===== src/source/decode_pkg.sv =====
// Decode stage shared types: opcodes, operation and format codes, instruction views
`default_nettype none

package decode_pkg;

    localparam int XLEN       = 32;
    localparam int REG_ADDR_W = 5;

    // Major opcodes
    localparam logic [6:0] OPC_LOAD     = 7'b0000011;
    localparam logic [6:0] OPC_STORE    = 7'b0100011;
    localparam logic [6:0] OPC_BRANCH   = 7'b1100011;
    localparam logic [6:0] OPC_JAL      = 7'b1101111;
    localparam logic [6:0] OPC_JALR     = 7'b1100111;
    localparam logic [6:0] OPC_LUI      = 7'b0110111;
    localparam logic [6:0] OPC_AUIPC    = 7'b0010111;
    localparam logic [6:0] OPC_OP_IMM   = 7'b0010011;
    localparam logic [6:0] OPC_OP       = 7'b0110011;
    localparam logic [6:0] OPC_MISC_MEM = 7'b0001111;
    localparam logic [6:0] OPC_SYSTEM   = 7'b1110011;

    // NOP sits at zero so a cleared word reads as a bubble
    typedef enum logic [5:0] {
        NOP, LUI, ADD, SUB, SLL, SLT, SLTU, XOR, SRL, SRA, OR, AND,
        BEQ, BNE, BLT, BGE, BLTU, BGEU, JAL, JALR,
        LB, LBU, LH, LHU, LW, SB, SH, SW,
        MUL, MULH, MULHSU, MULHU, DIV, DIVU, REM, REMU,
        CSRRW, CSRRS, CSRRC, CSRRWI, CSRRSI, CSRRCI,
        ECALL, EBREAK, MRET, SRET, WFI, INVALID
    } iop_e;

    typedef enum logic [2:0] {
        R_TYPE, I_TYPE, S_TYPE, B_TYPE, U_TYPE, J_TYPE
    } fmt_e;

    ////////////////////////////////////////
    // Field layouts of one instruction word
    ////////////////////////////////////////

    typedef struct packed {
        logic [6:0]            funct7;
        logic [REG_ADDR_W-1:0] rs2;
        logic [REG_ADDR_W-1:0] rs1;
        logic [2:0]            funct3;
        logic [REG_ADDR_W-1:0] rd;
        logic [6:0]            opcode;
    } r_fmt_t;

    typedef struct packed {
        logic [11:0]           imm_11_0;
        logic [REG_ADDR_W-1:0] rs1;
        logic [2:0]            funct3;
        logic [REG_ADDR_W-1:0] rd;
        logic [6:0]            opcode;
    } i_fmt_t;

    typedef struct packed {
        logic [6:0]            imm_11_5;
        logic [REG_ADDR_W-1:0] rs2;
        logic [REG_ADDR_W-1:0] rs1;
        logic [2:0]            funct3;
        logic [4:0]            imm_4_0;
        logic [6:0]            opcode;
    } s_fmt_t;

    typedef struct packed {
        logic                  imm_12;
        logic [5:0]            imm_10_5;
        logic [REG_ADDR_W-1:0] rs2;
        logic [REG_ADDR_W-1:0] rs1;
        logic [2:0]            funct3;
        logic [3:0]            imm_4_1;
        logic                  imm_11;
        logic [6:0]            opcode;
    } b_fmt_t;

    typedef struct packed {
        logic [19:0]           imm_31_12;
        logic [REG_ADDR_W-1:0] rd;
        logic [6:0]            opcode;
    } u_fmt_t;

    typedef struct packed {
        logic                  imm_20;
        logic [9:0]            imm_10_1;
        logic                  imm_11;
        logic [7:0]            imm_19_12;
        logic [REG_ADDR_W-1:0] rd;
        logic [6:0]            opcode;
    } j_fmt_t;

    typedef union packed {
        r_fmt_t r;
        i_fmt_t i;
        s_fmt_t s;
        b_fmt_t b;
        u_fmt_t u;
        j_fmt_t j;
    } instr_u;

    // Registered result handed to execute
    typedef struct packed {
        logic [XLEN-1:0] first_operand;
        logic [XLEN-1:0] second_operand;
        logic [XLEN-1:0] third_operand;
        logic [XLEN-1:0] pc;
        logic [XLEN-1:0] instruction;
        iop_e            op;
        logic            exc_illegal;
        logic            exc_misaligned;
        logic            exc_access_fault;
    } decode_out_t;

endpackage

`default_nettype wire


===== src/source/op_decoder.sv =====
// Operation decoder: maps opcode and function fields to operation, format and legality
`timescale 1ns/1ps
`default_nettype none

module op_decoder
    import decode_pkg::*;
(
    input  instr_u instr_i,
    output iop_e   op_o,
    output fmt_e   fmt_o,
    output logic   illegal_o
);

    logic [6:0] opcode;
    logic [2:0] funct3;
    logic [6:0] funct7;
    iop_e       dec_branch;
    iop_e       dec_load;
    iop_e       dec_store;
    iop_e       dec_op_imm;
    iop_e       dec_op;
    iop_e       dec_system;
    iop_e       class_op;
    logic       known_opc;

    assign opcode = instr_i.r.opcode;
    assign funct3 = instr_i.r.funct3;
    assign funct7 = instr_i.r.funct7;

    ////////////////////////////////////////
    // Per-class decode
    ////////////////////////////////////////

    always_comb begin
        unique case (funct3)
            3'b000:  dec_branch = BEQ;
            3'b001:  dec_branch = BNE;
            3'b100:  dec_branch = BLT;
            3'b101:  dec_branch = BGE;
            3'b110:  dec_branch = BLTU;
            3'b111:  dec_branch = BGEU;
            default: dec_branch = INVALID;
        endcase
        unique case (funct3)
            3'b000:  dec_load = LB;
            3'b001:  dec_load = LH;
            3'b010:  dec_load = LW;
            3'b100:  dec_load = LBU;
            3'b101:  dec_load = LHU;
            default: dec_load = INVALID;
        endcase
        unique case (funct3)
            3'b000:  dec_store = SB;
            3'b001:  dec_store = SH;
            3'b010:  dec_store = SW;
            default: dec_store = INVALID;
        endcase
    end

    // Only the shifts look at funct7 here
    always_comb begin
        unique case ({funct7, funct3}) inside
            10'b???????000: dec_op_imm = ADD;
            10'b0000000001: dec_op_imm = SLL;
            10'b???????010: dec_op_imm = SLT;
            10'b???????011: dec_op_imm = SLTU;
            10'b???????100: dec_op_imm = XOR;
            10'b0000000101: dec_op_imm = SRL;
            10'b0100000101: dec_op_imm = SRA;
            10'b???????110: dec_op_imm = OR;
            10'b???????111: dec_op_imm = AND;
            default:        dec_op_imm = INVALID;
        endcase
    end

    // Register ops, M extension in the funct7 = 1 rows
    always_comb begin
        unique case ({funct7, funct3})
            10'b0000000000: dec_op = ADD;
            10'b0100000000: dec_op = SUB;
            10'b0000000001: dec_op = SLL;
            10'b0000000010: dec_op = SLT;
            10'b0000000011: dec_op = SLTU;
            10'b0000000100: dec_op = XOR;
            10'b0000000101: dec_op = SRL;
            10'b0100000101: dec_op = SRA;
            10'b0000000110: dec_op = OR;
            10'b0000000111: dec_op = AND;
            10'b0000001000: dec_op = MUL;
            10'b0000001001: dec_op = MULH;
            10'b0000001010: dec_op = MULHSU;
            10'b0000001011: dec_op = MULHU;
            10'b0000001100: dec_op = DIV;
            10'b0000001101: dec_op = DIVU;
            10'b0000001110: dec_op = REM;
            10'b0000001111: dec_op = REMU;
            default:        dec_op = INVALID;
        endcase
    end

    always_comb begin
        unique case (instr_i[31:7]) inside
            25'b0000000000000000000000000: dec_system = ECALL;
            25'b0000000000010000000000000: dec_system = EBREAK;
            25'b0001000000100000000000000: dec_system = SRET;
            25'b0011000000100000000000000: dec_system = MRET;
            25'b0001000001010000000000000: dec_system = WFI;
            25'b?????????????????001?????: dec_system = CSRRW;
            25'b?????????????????010?????: dec_system = CSRRS;
            25'b?????????????????011?????: dec_system = CSRRC;
            25'b?????????????????101?????: dec_system = CSRRWI;
            25'b?????????????????110?????: dec_system = CSRRSI;
            25'b?????????????????111?????: dec_system = CSRRCI;
            default:                       dec_system = INVALID;
        endcase
    end

    // Opcode select, anything unlisted (vector, FP, custom) is not known
    always_comb begin
        known_opc = 1'b1;
        unique case (opcode)
            OPC_LUI:      class_op = LUI;
            OPC_AUIPC:    class_op = ADD;
            OPC_JAL:      class_op = JAL;
            OPC_JALR:     class_op = JALR;
            OPC_BRANCH:   class_op = dec_branch;
            OPC_LOAD:     class_op = dec_load;
            OPC_STORE:    class_op = dec_store;
            OPC_OP_IMM:   class_op = dec_op_imm;
            OPC_OP:       class_op = dec_op;
            OPC_MISC_MEM: class_op = (funct3 == 3'b000) ? NOP : INVALID;
            OPC_SYSTEM:   class_op = dec_system;
            default: begin
                class_op  = NOP;
                known_opc = 1'b0;
            end
        endcase
    end

    assign op_o      = known_opc ? class_op : INVALID;
    assign illegal_o = ~known_opc | (class_op == INVALID);

    always_comb begin
        unique case (opcode[6:2])
            OPC_JALR[6:2], OPC_LOAD[6:2], OPC_OP_IMM[6:2]: fmt_o = I_TYPE;
            OPC_STORE[6:2]:                               fmt_o = S_TYPE;
            OPC_BRANCH[6:2]:                              fmt_o = B_TYPE;
            OPC_LUI[6:2], OPC_AUIPC[6:2]:                 fmt_o = U_TYPE;
            OPC_JAL[6:2]:                                 fmt_o = J_TYPE;
            default:                                      fmt_o = R_TYPE;
        endcase
    end

    // Exception flag and operation code must agree on every word
    illegal_matches_op: assert final (illegal_o == (op_o == INVALID));

endmodule

`default_nettype wire


===== src/source/imm_gen.sv =====
// Immediate generator: sign-extended immediate for the decoded instruction format
`timescale 1ns/1ps
`default_nettype none

module imm_gen
    import decode_pkg::*;
(
    input  instr_u          instr_i,
    input  fmt_e            fmt_i,
    output logic [XLEN-1:0] imm_o
);

    logic [XLEN-1:0] imm_i_fmt;
    logic [XLEN-1:0] imm_s_fmt;
    logic [XLEN-1:0] imm_b_fmt;
    logic [XLEN-1:0] imm_u_fmt;
    logic [XLEN-1:0] imm_j_fmt;

    // Bit 31 is the sign in every layout
    assign imm_i_fmt = {{(XLEN-12){instr_i.i.imm_11_0[11]}}, instr_i.i.imm_11_0};
    assign imm_s_fmt = {{(XLEN-12){instr_i.s.imm_11_5[6]}}, instr_i.s.imm_11_5,
                        instr_i.s.imm_4_0};
    assign imm_b_fmt = {{(XLEN-13){instr_i.b.imm_12}}, instr_i.b.imm_12, instr_i.b.imm_11,
                        instr_i.b.imm_10_5, instr_i.b.imm_4_1, 1'b0};
    assign imm_u_fmt = {instr_i.u.imm_31_12, 12'b0};
    assign imm_j_fmt = {{(XLEN-21){instr_i.j.imm_20}}, instr_i.j.imm_20, instr_i.j.imm_19_12,
                        instr_i.j.imm_11, instr_i.j.imm_10_1, 1'b0};

    always_comb begin
        unique case (fmt_i)
            I_TYPE:  imm_o = imm_i_fmt;
            S_TYPE:  imm_o = imm_s_fmt;
            B_TYPE:  imm_o = imm_b_fmt;
            U_TYPE:  imm_o = imm_u_fmt;
            J_TYPE:  imm_o = imm_j_fmt;
            default: imm_o = '0;
        endcase
    end

endmodule

`default_nettype wire


===== src/source/hazard_unit.sv =====
// Hazard unit: destination and store locks, raises the read-after-write hazard level
`timescale 1ns/1ps
`default_nettype none

module hazard_unit
    import decode_pkg::*;
(
    input  logic                  clk,
    input  logic                  reset,
    input  logic                  enable_i,
    input  instr_u                instr_i,
    input  fmt_e                  fmt_i,
    output logic                  hazard_o,
    output logic [REG_ADDR_W-1:0] rd_o
);

    logic [REG_ADDR_W-1:0] locked_reg;
    logic                  locked_store;
    logic                  is_load;
    logic                  is_store;
    logic                  use_rs1;
    logic                  use_rs2;
    logic                  hit_rs1;
    logic                  hit_rs2;

    assign is_load  = (instr_i.r.opcode[6:2] == OPC_LOAD[6:2]);
    assign is_store = (instr_i.r.opcode[6:2] == OPC_STORE[6:2]);

    // A hazard drops both locks, the replay then runs free
    always_ff @(posedge clk) begin
        if (reset) begin
            locked_reg   <= '0;
            locked_store <= 1'b0;
        end else if (hazard_o) begin
            locked_reg   <= '0;
            locked_store <= 1'b0;
        end else if (enable_i) begin
            locked_reg   <= instr_i.r.rd;
            locked_store <= is_store;
        end
    end

    always_ff @(posedge clk) begin
        if (reset) begin
            rd_o <= '0;
        end else begin
            rd_o <= locked_reg;
        end
    end

    // CSR immediate forms decode as R and still compare the rs1 field.
    // That gives a rare false hazard, left as is
    assign use_rs1 = (fmt_i == R_TYPE) || (fmt_i == B_TYPE) || (fmt_i == S_TYPE) ||
                     (fmt_i == I_TYPE);
    assign use_rs2 = (fmt_i == R_TYPE) || (fmt_i == B_TYPE) || (fmt_i == S_TYPE);

    assign hit_rs1 = use_rs1 && (instr_i.r.rs1 != '0) && (instr_i.r.rs1 == locked_reg);
    assign hit_rs2 = use_rs2 && (instr_i.r.rs2 != '0) && (instr_i.r.rs2 == locked_reg);

    assign hazard_o = (hit_rs1 | hit_rs2 | (locked_store & is_load)) & enable_i;

    // The replay after a hazard always goes through
    replay_never_hazards: assert property (
        @(posedge clk) disable iff (reset) hazard_o |=> !hazard_o
    );

endmodule

`default_nettype wire


===== src/source/issue_register.sv =====
// Issue register: operand selection and the registered decode result, bubble or hold
`timescale 1ns/1ps
`default_nettype none

module issue_register
    import decode_pkg::*;
(
    input  logic            clk,
    input  logic            reset,
    input  logic            enable_i,
    input  logic            hazard_i,
    input  instr_u          instr_i,
    input  logic [XLEN-1:0] pc_i,
    input  logic [XLEN-1:0] rs1_data_i,
    input  logic [XLEN-1:0] rs2_data_i,
    input  logic [XLEN-1:0] imm_i,
    input  fmt_e            fmt_i,
    input  iop_e            op_i,
    input  logic            illegal_i,
    input  logic            access_fault_i,
    output decode_out_t     out_o
);

    decode_out_t next_out;
    decode_out_t bubble;

    always_comb begin
        bubble    = '0;
        bubble.op = NOP;
    end

    ////////////////////////////////////////
    // Operand select by format
    ////////////////////////////////////////

    always_comb begin
        next_out.first_operand  = (fmt_i == U_TYPE || fmt_i == J_TYPE) ? pc_i : rs1_data_i;
        next_out.second_operand = (fmt_i == R_TYPE) ? rs2_data_i : imm_i;
        next_out.third_operand  = (fmt_i == S_TYPE) ? rs2_data_i : imm_i;
        next_out.pc             = pc_i;
        next_out.instruction    = instr_i;
        next_out.op             = op_i;
        next_out.exc_illegal    = illegal_i;
        next_out.exc_misaligned = (pc_i[1:0] != 2'b00);
        next_out.exc_access_fault = access_fault_i;
    end

    // Reset and hazard both leave a NOP behind
    always_ff @(posedge clk) begin
        if (reset || hazard_i) begin
            out_o <= bubble;
        end else if (enable_i) begin
            out_o <= next_out;
        end
    end

    bubble_after_hazard: assert property (
        @(posedge clk) disable iff (reset) hazard_i |=> (out_o.op == NOP)
    );

endmodule

`default_nettype wire


===== src/source/decode_stage.sv =====
// Decode stage top: replay of the held instruction and wiring of decoder, immediate, hazard, issue
`timescale 1ns/1ps
`default_nettype none

module decode_stage
    import decode_pkg::*;
(
    input  logic                  clk,
    input  logic                  reset,
    input  logic                  enable_i,
    input  logic [XLEN-1:0]       instruction_i,
    input  logic [XLEN-1:0]       pc_i,
    input  logic [XLEN-1:0]       rs1_data_i,
    input  logic [XLEN-1:0]       rs2_data_i,
    input  logic                  access_fault_i,
    output logic [REG_ADDR_W-1:0] rs1_o,
    output logic [REG_ADDR_W-1:0] rs2_o,
    output logic [REG_ADDR_W-1:0] rd_o,
    output logic                  hazard_o,
    output decode_out_t           out_o
);

    instr_u          instruction;
    instr_u          last_instruction;
    logic            last_hazard;
    logic            last_stall;
    iop_e            op;
    fmt_e            fmt;
    logic            illegal;
    logic [XLEN-1:0] imm;

    ////////////////////////////////////////
    // Replay after hazard or stall
    ////////////////////////////////////////

    always_ff @(posedge clk) begin
        last_instruction <= instruction;
    end

    always_ff @(posedge clk) begin
        if (reset) begin
            last_hazard <= 1'b0;
            last_stall  <= 1'b0;
        end else begin
            last_hazard <= hazard_o;
            last_stall  <= ~enable_i;
        end
    end

    assign instruction = (last_hazard || last_stall) ? last_instruction : instruction_i;

    // Register file addresses go out in the same cycle
    assign rs1_o = instruction.r.rs1;
    assign rs2_o = instruction.r.rs2;

    op_decoder u_op_decoder (
        .instr_i   (instruction),
        .op_o      (op),
        .fmt_o     (fmt),
        .illegal_o (illegal)
    );

    imm_gen u_imm_gen (
        .instr_i (instruction),
        .fmt_i   (fmt),
        .imm_o   (imm)
    );

    hazard_unit u_hazard_unit (
        .clk      (clk),
        .reset    (reset),
        .enable_i (enable_i),
        .instr_i  (instruction),
        .fmt_i    (fmt),
        .hazard_o (hazard_o),
        .rd_o     (rd_o)
    );

    issue_register u_issue_register (
        .clk            (clk),
        .reset          (reset),
        .enable_i       (enable_i),
        .hazard_i       (hazard_o),
        .instr_i        (instruction),
        .pc_i           (pc_i),
        .rs1_data_i     (rs1_data_i),
        .rs2_data_i     (rs2_data_i),
        .imm_i          (imm),
        .fmt_i          (fmt),
        .op_i           (op),
        .illegal_i      (illegal),
        .access_fault_i (access_fault_i),
        .out_o          (out_o)
    );

endmodule

`default_nettype wire


===== config.mk =====
export PLATFORM = sky130hd
export DESIGN_NAME = decode_stage
export DESIGN_NICKNAME = d
export VERILOG_FILES = /design/src/source/decode_pkg.sv /design/src/source/op_decoder.sv /design/src/source/imm_gen.sv /design/src/source/hazard_unit.sv /design/src/source/issue_register.sv /design/src/source/decode_stage.sv
export SDC_FILE = /design/constraint.sdc
export NUM_CORES = 1
export LEC_CHECK = 0
export ABC_AREA = 0
export BUFFER_PORTS_ARGS = -buffer_cell sky130_fd_sc_hd__buf_2
export CAP_MARGIN = 0
export CORE_ASPECT_RATIO = 0.75
export CORE_MARGIN = 2
export CORE_UTILIZATION = 55
export DETAILED_ROUTE_END_ITERATION = 12
export PLACE_DENSITY = 0.85
export SLEW_MARGIN = 20
export SYNTH_ARGS = -nofsm -noshare
export SYNTH_HDL_FRONTEND = slang
export SYNTH_SLANG_ARGS = --single-unit

===== constraint.sdc =====
create_clock -name clk -period 7.1 [get_ports clk]
set_input_delay 0.355 -clock clk [delete_from_list [all_inputs] [get_ports clk]]
set_output_delay 0.355 -clock clk [all_outputs]
set_load 0.01 [all_outputs]

# After elaboration in Yosys (flattened, before gate mapping)
# Memory sizes are Yosys's and may differ from the RTL's.
# Index checks and enable logic that the tools add are counted.
totals:
  ff_bits: 214
  latch_bits: 0
  ram_bits: 0
  mem_bits_ro: 96
  inputBits: 132
  output_inout_bits: 185
  word_cells: 106
  mem_count: 1
mem_list:
  columns: ["memory", "depth", "word_bits", "read_ports", "rd_clocked_by_memory_dff", "write_ports", "line", "source"]
  rows:
  - ["(name not given)", 32, 3, 1, 0, 0, "op_decoder.sv:144", "unique case (opcode[6:2])"]
classes:
  add_sub_neg: 0
  n_mul: 0
  n_div: 0
  order_cmp: 0
  n_eq_ne: 48
  shifts: 0
  n_mux: 15
  bitwise_logic: 7
  reduce_logical: 20
op_table:
  columns: ["cell", "count"]
  rows:
  - ["32-bit one-hot mux with 5 select lines", 1]
  - ["32-bit two-way mux", 4]
  - ["6-bit one-hot mux with 18 select lines", 1]
  - ["10-bit by 4-bit == test with 1-bit output, second input constant", 8]
  - ["6-bit one-hot mux with 11 select lines", 1]
  - ["6-bit one-hot mux with 9 select lines", 1]
  - ["25-bit by 22-bit == test with 1-bit output, second input constant", 2]
  - ["4-bit one-hot mux with 11 select lines", 1]
  - ["10-bit by 3-bit == test with 1-bit output, second input constant", 4]
  - ["6-bit one-hot mux with 6 select lines", 1]
  - ["6-bit one-hot mux with 5 select lines", 1]
  - ["7-bit == test, second input constant", 4]
  - ["25-bit by 14-bit == test with 1-bit output, second input constant", 1]
  - ["25-bit by 23-bit == test with 1-bit output, second input constant", 1]
  - ["25-bit logical NOT", 1]
  - ["7-bit by 6-bit == test with 1-bit output, second input constant", 3]
  - ["10-bit by 2-bit == test with 1-bit output, second input constant", 2]
  - ["10-bit by 9-bit == test with 1-bit output, second input constant", 2]
  - ["3-bit == test, second input constant", 6]
  - ["6-bit one-hot mux with 3 select lines", 1]
  - ["7-bit by 5-bit == test with 1-bit output, second input constant", 2]
  - ["3-bit by 2-bit == test with 1-bit output, second input constant", 4]
  - ["6-bit two-way mux", 2]
  - ["11-bit OR reduction", 1]
  - ["other kinds (19)", 35]

# Depth between registers and ports, before layout
# Gate-level depths: netlist of the first run.
# An unclocked memory read counts as a cell.
depth:
  word_depth: 13
  depth_mapped: 13
  ltp_nobuf: 9

# Modules after synthesis
# Synthesis of the first run repeated with hierarchy kept, for this count alone.
hier_totals:
  cells_unflattened: 1159
  area_unflattened_um2: 9850.7
modules_own_cells:
  columns: ["module", "instances", "cells_each", "area_each_um2", "seq_area_each_um2"]
  rows:
  - ["issue_register", 1, 776, 6563.8, 3383.2]
  - ["decode_stage", 1, 82, 1186.1, 680.7]
  - ["op_decoder", 1, 173, 1133.6, 0.0]
  - ["hazard_unit", 1, 62, 576.8, 220.2]
  - ["imm_gen", 1, 66, 390.4, 0.0]

# Worst setup path before layout of the first run
# Ideal clock, no wire load.
synth_path:
  path_kind: "reg2reg"
  from: "register last_stall"
  to: "register, netlist name u_issue_register.out_o[144]"
  setup_ns: 0.157
  t_arrival_ns: 2.538
  required_ns: 6.943
  setup_slack_ns: 4.404
  stages_incl_launch_ff: 13
  n_path_buf: 4
  period_less_slack_ns: 2.696
  path_cell_list: "dfxtp_1 > nor2_4 > buf_6 > mux2i_1 > inv_2 > a32oi_1 > nand4_1 > a311oi_2 > or2_1 > buf_4 > buf_6 > buf_6 > a311oi_2"
synth_rtl:
  columns: ["element", "line", "source"]
  rows:
  - ["start: declaration", "decode_stage.sv:26", "logic last_stall;"]
  - ["start signal: assignment", "decode_stage.sv:46", "last_stall <= ~enable_i;"]

# Worst setup path after layout of the first run
layout_path:
  from: "register last_stall"
  to: "register, netlist name u_issue_register.out_o[139]"
layout_via:
  elab_chain_len: 13
  word_cells_on_any_way: 28
  cone_classes: "eq/ne: 7; mux: 2; bitwise: 4; reduce/logical: 14; memory: 1"
layout_lines:
  columns: ["element", "line", "source"]
  rows:
  - ["1-bit logical OR (*)", "decode_stage.sv:50", "assign instruction = (last_hazard || last_stall) ? last_instruction : instruction_i;"]
  - ["32-bit two-way mux (*)", "decode_stage.sv:50", null]
  - ["memory read 32 x 3 bit", null, null]
  - ["3-bit by 2-bit == test with 1-bit output / 3-bit logical NOT (equally long branches)", "hazard_unit.sv:53, hazard_unit.sv:55", null]
  - ["1-bit logical OR (2 in a row)", "hazard_unit.sv:53, hazard_unit.sv:55", null]
  - ["1-bit logical OR", "hazard_unit.sv:53", "assign use_rs1 = (fmt_i == R_TYPE) || (fmt_i == B_TYPE) || (fmt_i == S_TYPE) ||"]
  - ["1-bit logical AND (2 in a row)", "hazard_unit.sv:57", "assign hit_rs1 = use_rs1 && (instr_i.r.rs1 != '0) && (instr_i.r.rs1 == locked_reg);"]
  - ["1-bit OR (2 in a row)", "hazard_unit.sv:60", "assign hazard_o = (hit_rs1 | hit_rs2 | (locked_store & is_load)) & enable_i;"]
  - ["1-bit bitwise AND", "hazard_unit.sv:60", null]
  - ["1-bit logical OR", "issue_register.sv:50", "if (reset || hazard_i) begin"]
# Every way passes the cells marked *; elsewhere a longest branch is shown, timed or not.
# A chain may end at the register's enable or synchronous reset.

==> impl_results.md, run 1 <==
- Post-synth EDFFs: 0
- Syn_nets: 1332
- Avg WL per Cell: 20.8 um
- Final instance area: 12200 um^2
- Final hold vios: 0
- Clock tree buffer depth: 3
- CTS Sinks: 209
- Share of cells above drive strength 1: 28.0%
- Yosys top cell area share: 41.6%
- Reg with most FFs: u_issue_register.out_o
- Mean Syn Cell Area: 8.38 um^2
- Hold Path Class: in2reg
- Peak Freq: 209 MHz
- Total wire length: 35.4 mm
- Fin crit period: 4.79 ns
- Htree depth: 1
- RSZ-0062 raised after global routing: false
- Largest regs: u_issue_register.out_o (165), last_instruction (32), u_hazard_unit.rd_o (5)
- Pre-CTS WS: 2.48 ns
- Global placement routability congestion: 0.976
- Final setup fails: 0
- Vias in the first global route: 9571
- Tightest Pin Transition: 1.08 ns
- Critical path class: reg2reg
- Clk Latency, worst-skew pair: 0.51 ns
- Count leader, synth: dfxtp_1
- Setup crit end kind: register
- Max reg flops: 165
- CP max FO: 105
- Antenna violations before repair: 0
- 1st-pass router iterations: 5
- Final setup TNS: 0 ns
- Core Rows: 42
- HPWL Detailed: 25.5 mm
- Layout area overhead: 21.4%
- Port bufs: 316
- Total Power: 3.19 mW
- Setup Fix Bufs, Post-CTS: 0
- Vias/cell: 6.13
- Pin count of the biggest net entering global routing: 125
- Synth Flop Type: dfxtp_1
- Die area: 19400 um^2
- Required time worst endpoint: 7.42 ns
- Fin worst setup slack: 2.31 ns
- Netlist cell types: 72
- Max_cap viols: 0
- Skew final: 0.0132 ns
- Flops & latches, synth: 209
- GRT Resource Usage Total: 34.6%
- Post-CTS sizing: 0
- Die Ht: 121 um
- CP Cell Sequence: nor2_4 > buf_4 > mux2i_1 > xor2_1 > o311ai_0 > or3_1 > a311oi_2 > or2_4 > buf_12 > a311oi_1
- Global-route wire length before repair: 53.4 mm
- Grt ovf: 0
- R2R depth: 10
- Synth Area in Adders: 0%
- Register area share after synthesis: 41.6%
- CTS Hold Bufs: 0
- Via count: 10400
- Non-filler instance count after layout: 1700
- Outcome: finished clean
- Inst Count DP: 1661
- Largest family of logic cells by synthesized area: compound AO/OA/AOI/OAI gates
- Compound-Gate Fraction of Synth Area: 23.5%
- Max-slew violation count: 0
- P per Cell Area: 261 nW/um^2
- Synthesis Warnings: 0
- Mux cell area share after synthesis: 6.61%
- Period utilisation layout: 67.5%
- Crit path launch type: register
- Cells after Synth: 1200
- Hold slack: 0.0973 ns
- Final nets: 1574
- Synth area leader: dfxtp_1
- Routed Antenna Nets: 0
- I/O pin cnt: 317
- Simple-gate share of the synthesized area: 20.2%
- Peak VDD IR: 153 uV
- Root Buffer: clkbuf_16
- P_leak: 5.48 nW
- Post-Syn Area: 10100 um^2
- DR DRC count: 0
- CTS tree: yes
- CP arrival: 5.12 ns
- Post-synth top cells: dfxtp_1, nor2_1, nand2_1
- Normalized max-slew margin: 27.7%
- Clk slew on worst S/H paths: 0.07 ns
- Core area: 17800 um^2
- Cts bufs inserted: 21
- Post-DP Area: 11500 um^2
- Fin util: 68.8%
- CP max-delay cell: or2_4
- Die width: 160 um
- Initial Util: 56.6%
- Ranking of synthesized cells by area: dfxtp_1, nor2_1, mux2i_1
- Crit path largest cell delay: 0.73 ns
- Xor/xnor share of the synthesized area: 0.958%
- Ys async rst share: 0%
- WHS Path Cells: 3
- DRT iter0 DRCs: 1173
cell usage in the layout (no fill, tap or decap), types with 5 or more instances in the layout:
cell type  count
o22ai_1       19
nand3_1       15
xnor2_1        8
buf_4         10
buf_2        315
a21oi_1       61
clkbuf_16     21
and3_1         5
or3_1          7
nand4_1       13
a311oi_2      21
a211oi_1      56
dfxtp_1      209
nor3b_1        7
a311oi_1      23
o21ai_0       29
mux2i_1       58
nand2b_1       5
a221oi_1      14
o221ai_1       7
nor4b_1        6
nor2_1       201
o211ai_1      24
o21ai_1        8
inv_1         33
a31oi_1        9
nor4_1        12
clkbuf_8       7
clkbuf_1       6
nand2_1      128
nor3_1        31
mux2_2         5
o21a_1        11
power by group:
group / leakage, nW / internal [mW] / switching [mW] / total [mW]
Clock: 0.356 / 0.720 / 0.471 / 1.19
Combinational: 3.39 / 0.239 / 0.410 / 0.649
Sequential: 1.73 / 1.28 / 0.0748 / 1.35
worst max-delay path: cells and delay by family, from the launching register on:
| family | cells | cell delay [ns] |
|---|---|---|
| flops | 1 | 0.62 |
| simple gates | 3 | 1.69 |
| xor+xnor | 1 | 0.18 |
| compound gates | 3 | 0.64 |
| mux | 1 | 0.48 |
| buf+inv | 2 | 0.93 |
routing by layer:
| layer | wire (um) | share of wire, % | vias up | GRT usage [%] |
|---|---|---|---|---|
| li1 | - | - | 4825 | - |
| met1 | 14800 | 42 | 4903 | 46.5 |
| met2 | 15700 | 45 | 601 | 55.1 |
| met3 | 3570 | 10 | 95 | 7.93 |
| met4 | 1270 | 3.6 | 0 | 11.8 |
| met5 | 0 | 0 | - | 0 |
cell type report:
class	count	area, um^2
multi-input cells	846	5160
flip-flops and latches	209	4180
diodes	1	2.50
fillers	1518	5550
inverters	37	139
repair buffers	327	1690
clock buffers	33	631
well taps	242	303
clock inverters	5	106
cells by family (layout without fill, tap and decap cells):
| logic type | count (synthesis) | in the layout |
|---|---|---|
| AND/OR/NAND/NOR | 455 | 455 |
| AO/OA/AOI/OAI | 315 | 315 |
| flip-flops | 209 | 209 |
| buffers and inverters | 145 | 402 |
| multiplexers | 65 | 65 |
| XOR/XNOR | 11 | 11 |
| other | 0 | 1 |
path summary, 6_finish.rpt:
path | from | endpoint | slack (ns)
setup / recovery | last_stall | u_issue_register.out_o[139] | 2.31
hold / removal | access_fault_i | u_issue_register.out_o[0] | 0.1
setup reg to reg | last_stall | u_issue_register.out_o[139] | 2.31
hold reg to reg | u_issue_register.out_o[97] | u_issue_register.out_o[97] | 0.46
Power figures use the tool's default switching activity.
==> run 2, diff against run 1 <==
--- a/config.mk
+++ b/config.mk
@@ -10,9 +10,9 @@
 export CAP_MARGIN = 0
 export CORE_ASPECT_RATIO = 0.75
 export CORE_MARGIN = 2
-export CORE_UTILIZATION = 55
+export CORE_UTILIZATION = 47
 export DETAILED_ROUTE_END_ITERATION = 12
-export PLACE_DENSITY = 0.85
+export PLACE_DENSITY = 0.77
 export SLEW_MARGIN = 20
 export SYNTH_ARGS = -nofsm -noshare
 export SYNTH_HDL_FRONTEND = slang
==> constraint.sdc (replaced) <==
create_clock -name clk -period 4.4 [get_ports clk]
set_input_delay 0.22 -clock clk [delete_from_list [all_inputs] [get_ports clk]]
set_output_delay 0.22 -clock clk [all_outputs]
set_load 0.01 [all_outputs]
==> run 2 against run 1 <==
Clock skew increased by 0.0041 ns. First-iteration DRC count grew 14%. Critical path type unchanged. Non-clock buffer count increased by 96. Routed wire length up 6.7%. Die area up 17%.
==> impl_results.md, run 2 (synthesis gave the netlist of run 1 again) <==
- CP max FO: 95 (-9.5%)
- Final setup TNS: 0 ns (unchanged)
- DRT iter0 DRCs: 1339 (+14%)
- Core Rows: 46 (+9.5%)
- Required time worst endpoint: 4.80 ns (-2.62 ns)
- Vias/cell: 5.98 (-2.4%)
- CP startpoint: last_stall
- Vias in the first global route: 10200 (+6.6%)
- Htree depth: 1 (unchanged)
- Total Power: 5.37 mW (+68%)
- Final nets: 1672 (+6.2%)
- Clk Latency, worst-skew pair: 0.52 ns (about the same)
- Peak Freq: 251 MHz (+20%)
- Antenna violations before repair: 1 (+1)
- Non-filler instance count after layout: 1843 (+8.4%)
- Clk slew on worst S/H paths: 0.06 ns (about the same)
- Hold Path Class: in2reg
- Root Buffer: clkbuf_16
- Outcome: finished clean
- Post-DP Area: 11700 um^2 (+2.1%)
- Global placement routability congestion: 0.958 (-1.8%)
- Pin count of the biggest net entering global routing: 132 (+5.6%)
- Max reg flops: 165 (unchanged)
- Final instance area: 13200 um^2 (+8.5%)
- CP arrival: 4.39 ns (-0.73 ns)
- Crit path launch type: register
- Die Ht: 131 um (+7.9%)
- CTS Sinks: 209 (unchanged)
- Total wire length: 37.7 mm (+6.7%)
- Normalized max-slew margin: 31.4% (+3.8 points)
- R2r startpoint: last_stall
- Avg WL per Cell: 20.5 um (-1.6%)
- Layout area overhead: 31.7%
- Clock tree buffer depth: 3 (unchanged)
- Max-slew violation count: 0 (unchanged)
- Fin crit period: 3.99 ns (-0.808 ns)
- Via count: 11000 (+5.8%)
- Sw Share: 29.9% (-0.092 points)
- Global-route wire length before repair: 56.6 mm (+6.0%)
- Setup crit end kind: register
- 1st-pass router iterations: 6 (+1)
- Pint: 3.77 mW (+69%)
- Routed Antenna Nets: 0 (unchanged)
- Inst Count DP: 1730 (+4.2%)
- GRT Resource Usage Total: 31.2% (-3.4 points)
- Max_cap viols: 0 (unchanged)
- Port bufs: 316 (unchanged)
- P per Cell Area: 406 nW/um^2 (+55%)
- Largest regs: u_issue_register.out_o (165), last_instruction (32), u_hazard_unit.rd_o (5)
- Clock share of power: 38.2% (+0.9 points)
- Die width: 173 um (+8.0%)
- Peak VDD IR: 247 uV (+61%)
- RSZ-0062 raised after global routing: false
- Reg with most FFs: u_issue_register.out_o
- Final setup fails: 0 (unchanged)
- Gate power share: 21.2% (+0.9 points)
- Skew final: 0.0173 ns (+0.00412 ns)
- Cts bufs inserted: 22 (+4.8%)
- Commonest non-fill, non-tap cell in the layout: buf_2
- Initial Util: 47.7% (-8.9 points)
- HPWL Detailed: 25.5 mm (-0.18%)
- CTS tree: yes
- Critical path class: reg2reg
- Seq pwr share: 40.6% (-1.7 points)
- Antenna cells: 0 (-1)
- Grt ovf: 0 (unchanged)
- I/O pin cnt: 317 (unchanged)
- P_leak: 5.94 nW (+8.5%)
- Tightest Pin Transition: 1.03 ns (-0.0575 ns)
- Core area: 21100 um^2 (+19%)
- Hold path startpoint: instruction_i[10]
- DR DRC count: 0 (unchanged)
- Die area: 22600 um^2 (+17%)
- Share of cells above drive strength 1: 28.4% (+0.36 points)
- P_sw: 1.61 mW (+68%)
- Final hold vios: 0 (unchanged)
- Fin util: 62.9% (-5.9 points)
- Period utilisation layout: 90.6% (+23 points)
- Most frequent cells in the layout: buf_2, dfxtp_1, nor2_1, nand2_1, dlygate4sd3_1
run 2: critical path, cell delays in order, from the launching register on:
cell and delay, ns:
dfxtp_2 0.47, or2_1 0.35, buf_4 0.24, a21bo_2 0.30, a32oi_1 0.56, nand4_1 0.25, a311oi_2 0.32, or2_4 0.20
buf_12 0.32, a311oi_1 0.11, dlygate4sd3_1 0.64
run 2: repair_timing:
item / CTS / global route
setup buffers: 0 / 3
resized for setup: 0 / 2
hold buffers: 70 / 0
hold endpoints to repair: 67 / 0
setup endpoints to repair: 0 / 4
run 2: path summary, 6_finish.rpt:
path,endpoint,slack [ns],depth (start not counted)
max,u_issue_register.out_o[143],0.41,10
min,last_instruction[10],0.009,3
max reg2reg,u_issue_register.out_o[143],0.41,10
min reg2reg,u_issue_register.out_o[76],0.46,2
run 2: power groups by stage:
stage	registers, mW	clock network, mW	logic, mW
2_1_floorplan	2.25	0	0.607
3_3_place_gp	2.21	0	1.04
3_5_place_dp	2.21	0	1.05
4_1_cts	2.18	2.07	1.11
5_1_grt	2.20	2.14	1.22
6_report	2.18	2.05	1.14
run 2: layout make-up:
| cell class | instances | area [um^2] |
|---|---|---|
| fillers | 1816 | 7820 |
| well taps | 288 | 360 |
| inverters | 37 | 139 |
| clock inverters | 7 | 146 |
| multi-input cells | 847 | 5170 |
| repair buffers | 423 | 2590 |
| flip-flops and latches | 209 | 4190 |
| clock buffers | 32 | 648 |
run 2: per-layer routing:
layer	GRT usage, %	share of wire, %
met2	52.5	46
met4	9.87	3.4
met1	41.1	42
met3	5.90	8.8
met5	0	0
run 2: per-stage QoR:
stage,setup WS [ns],hold WS [ns]
6_report,0.414,0.00915
5_1_grt,0.263,0.00219
4_1_cts,0.0675,0.00129
3_5_place_dp,0.561,0.449
3_3_place_gp,0.701,0.431
2_1_floorplan,1.70,0.337
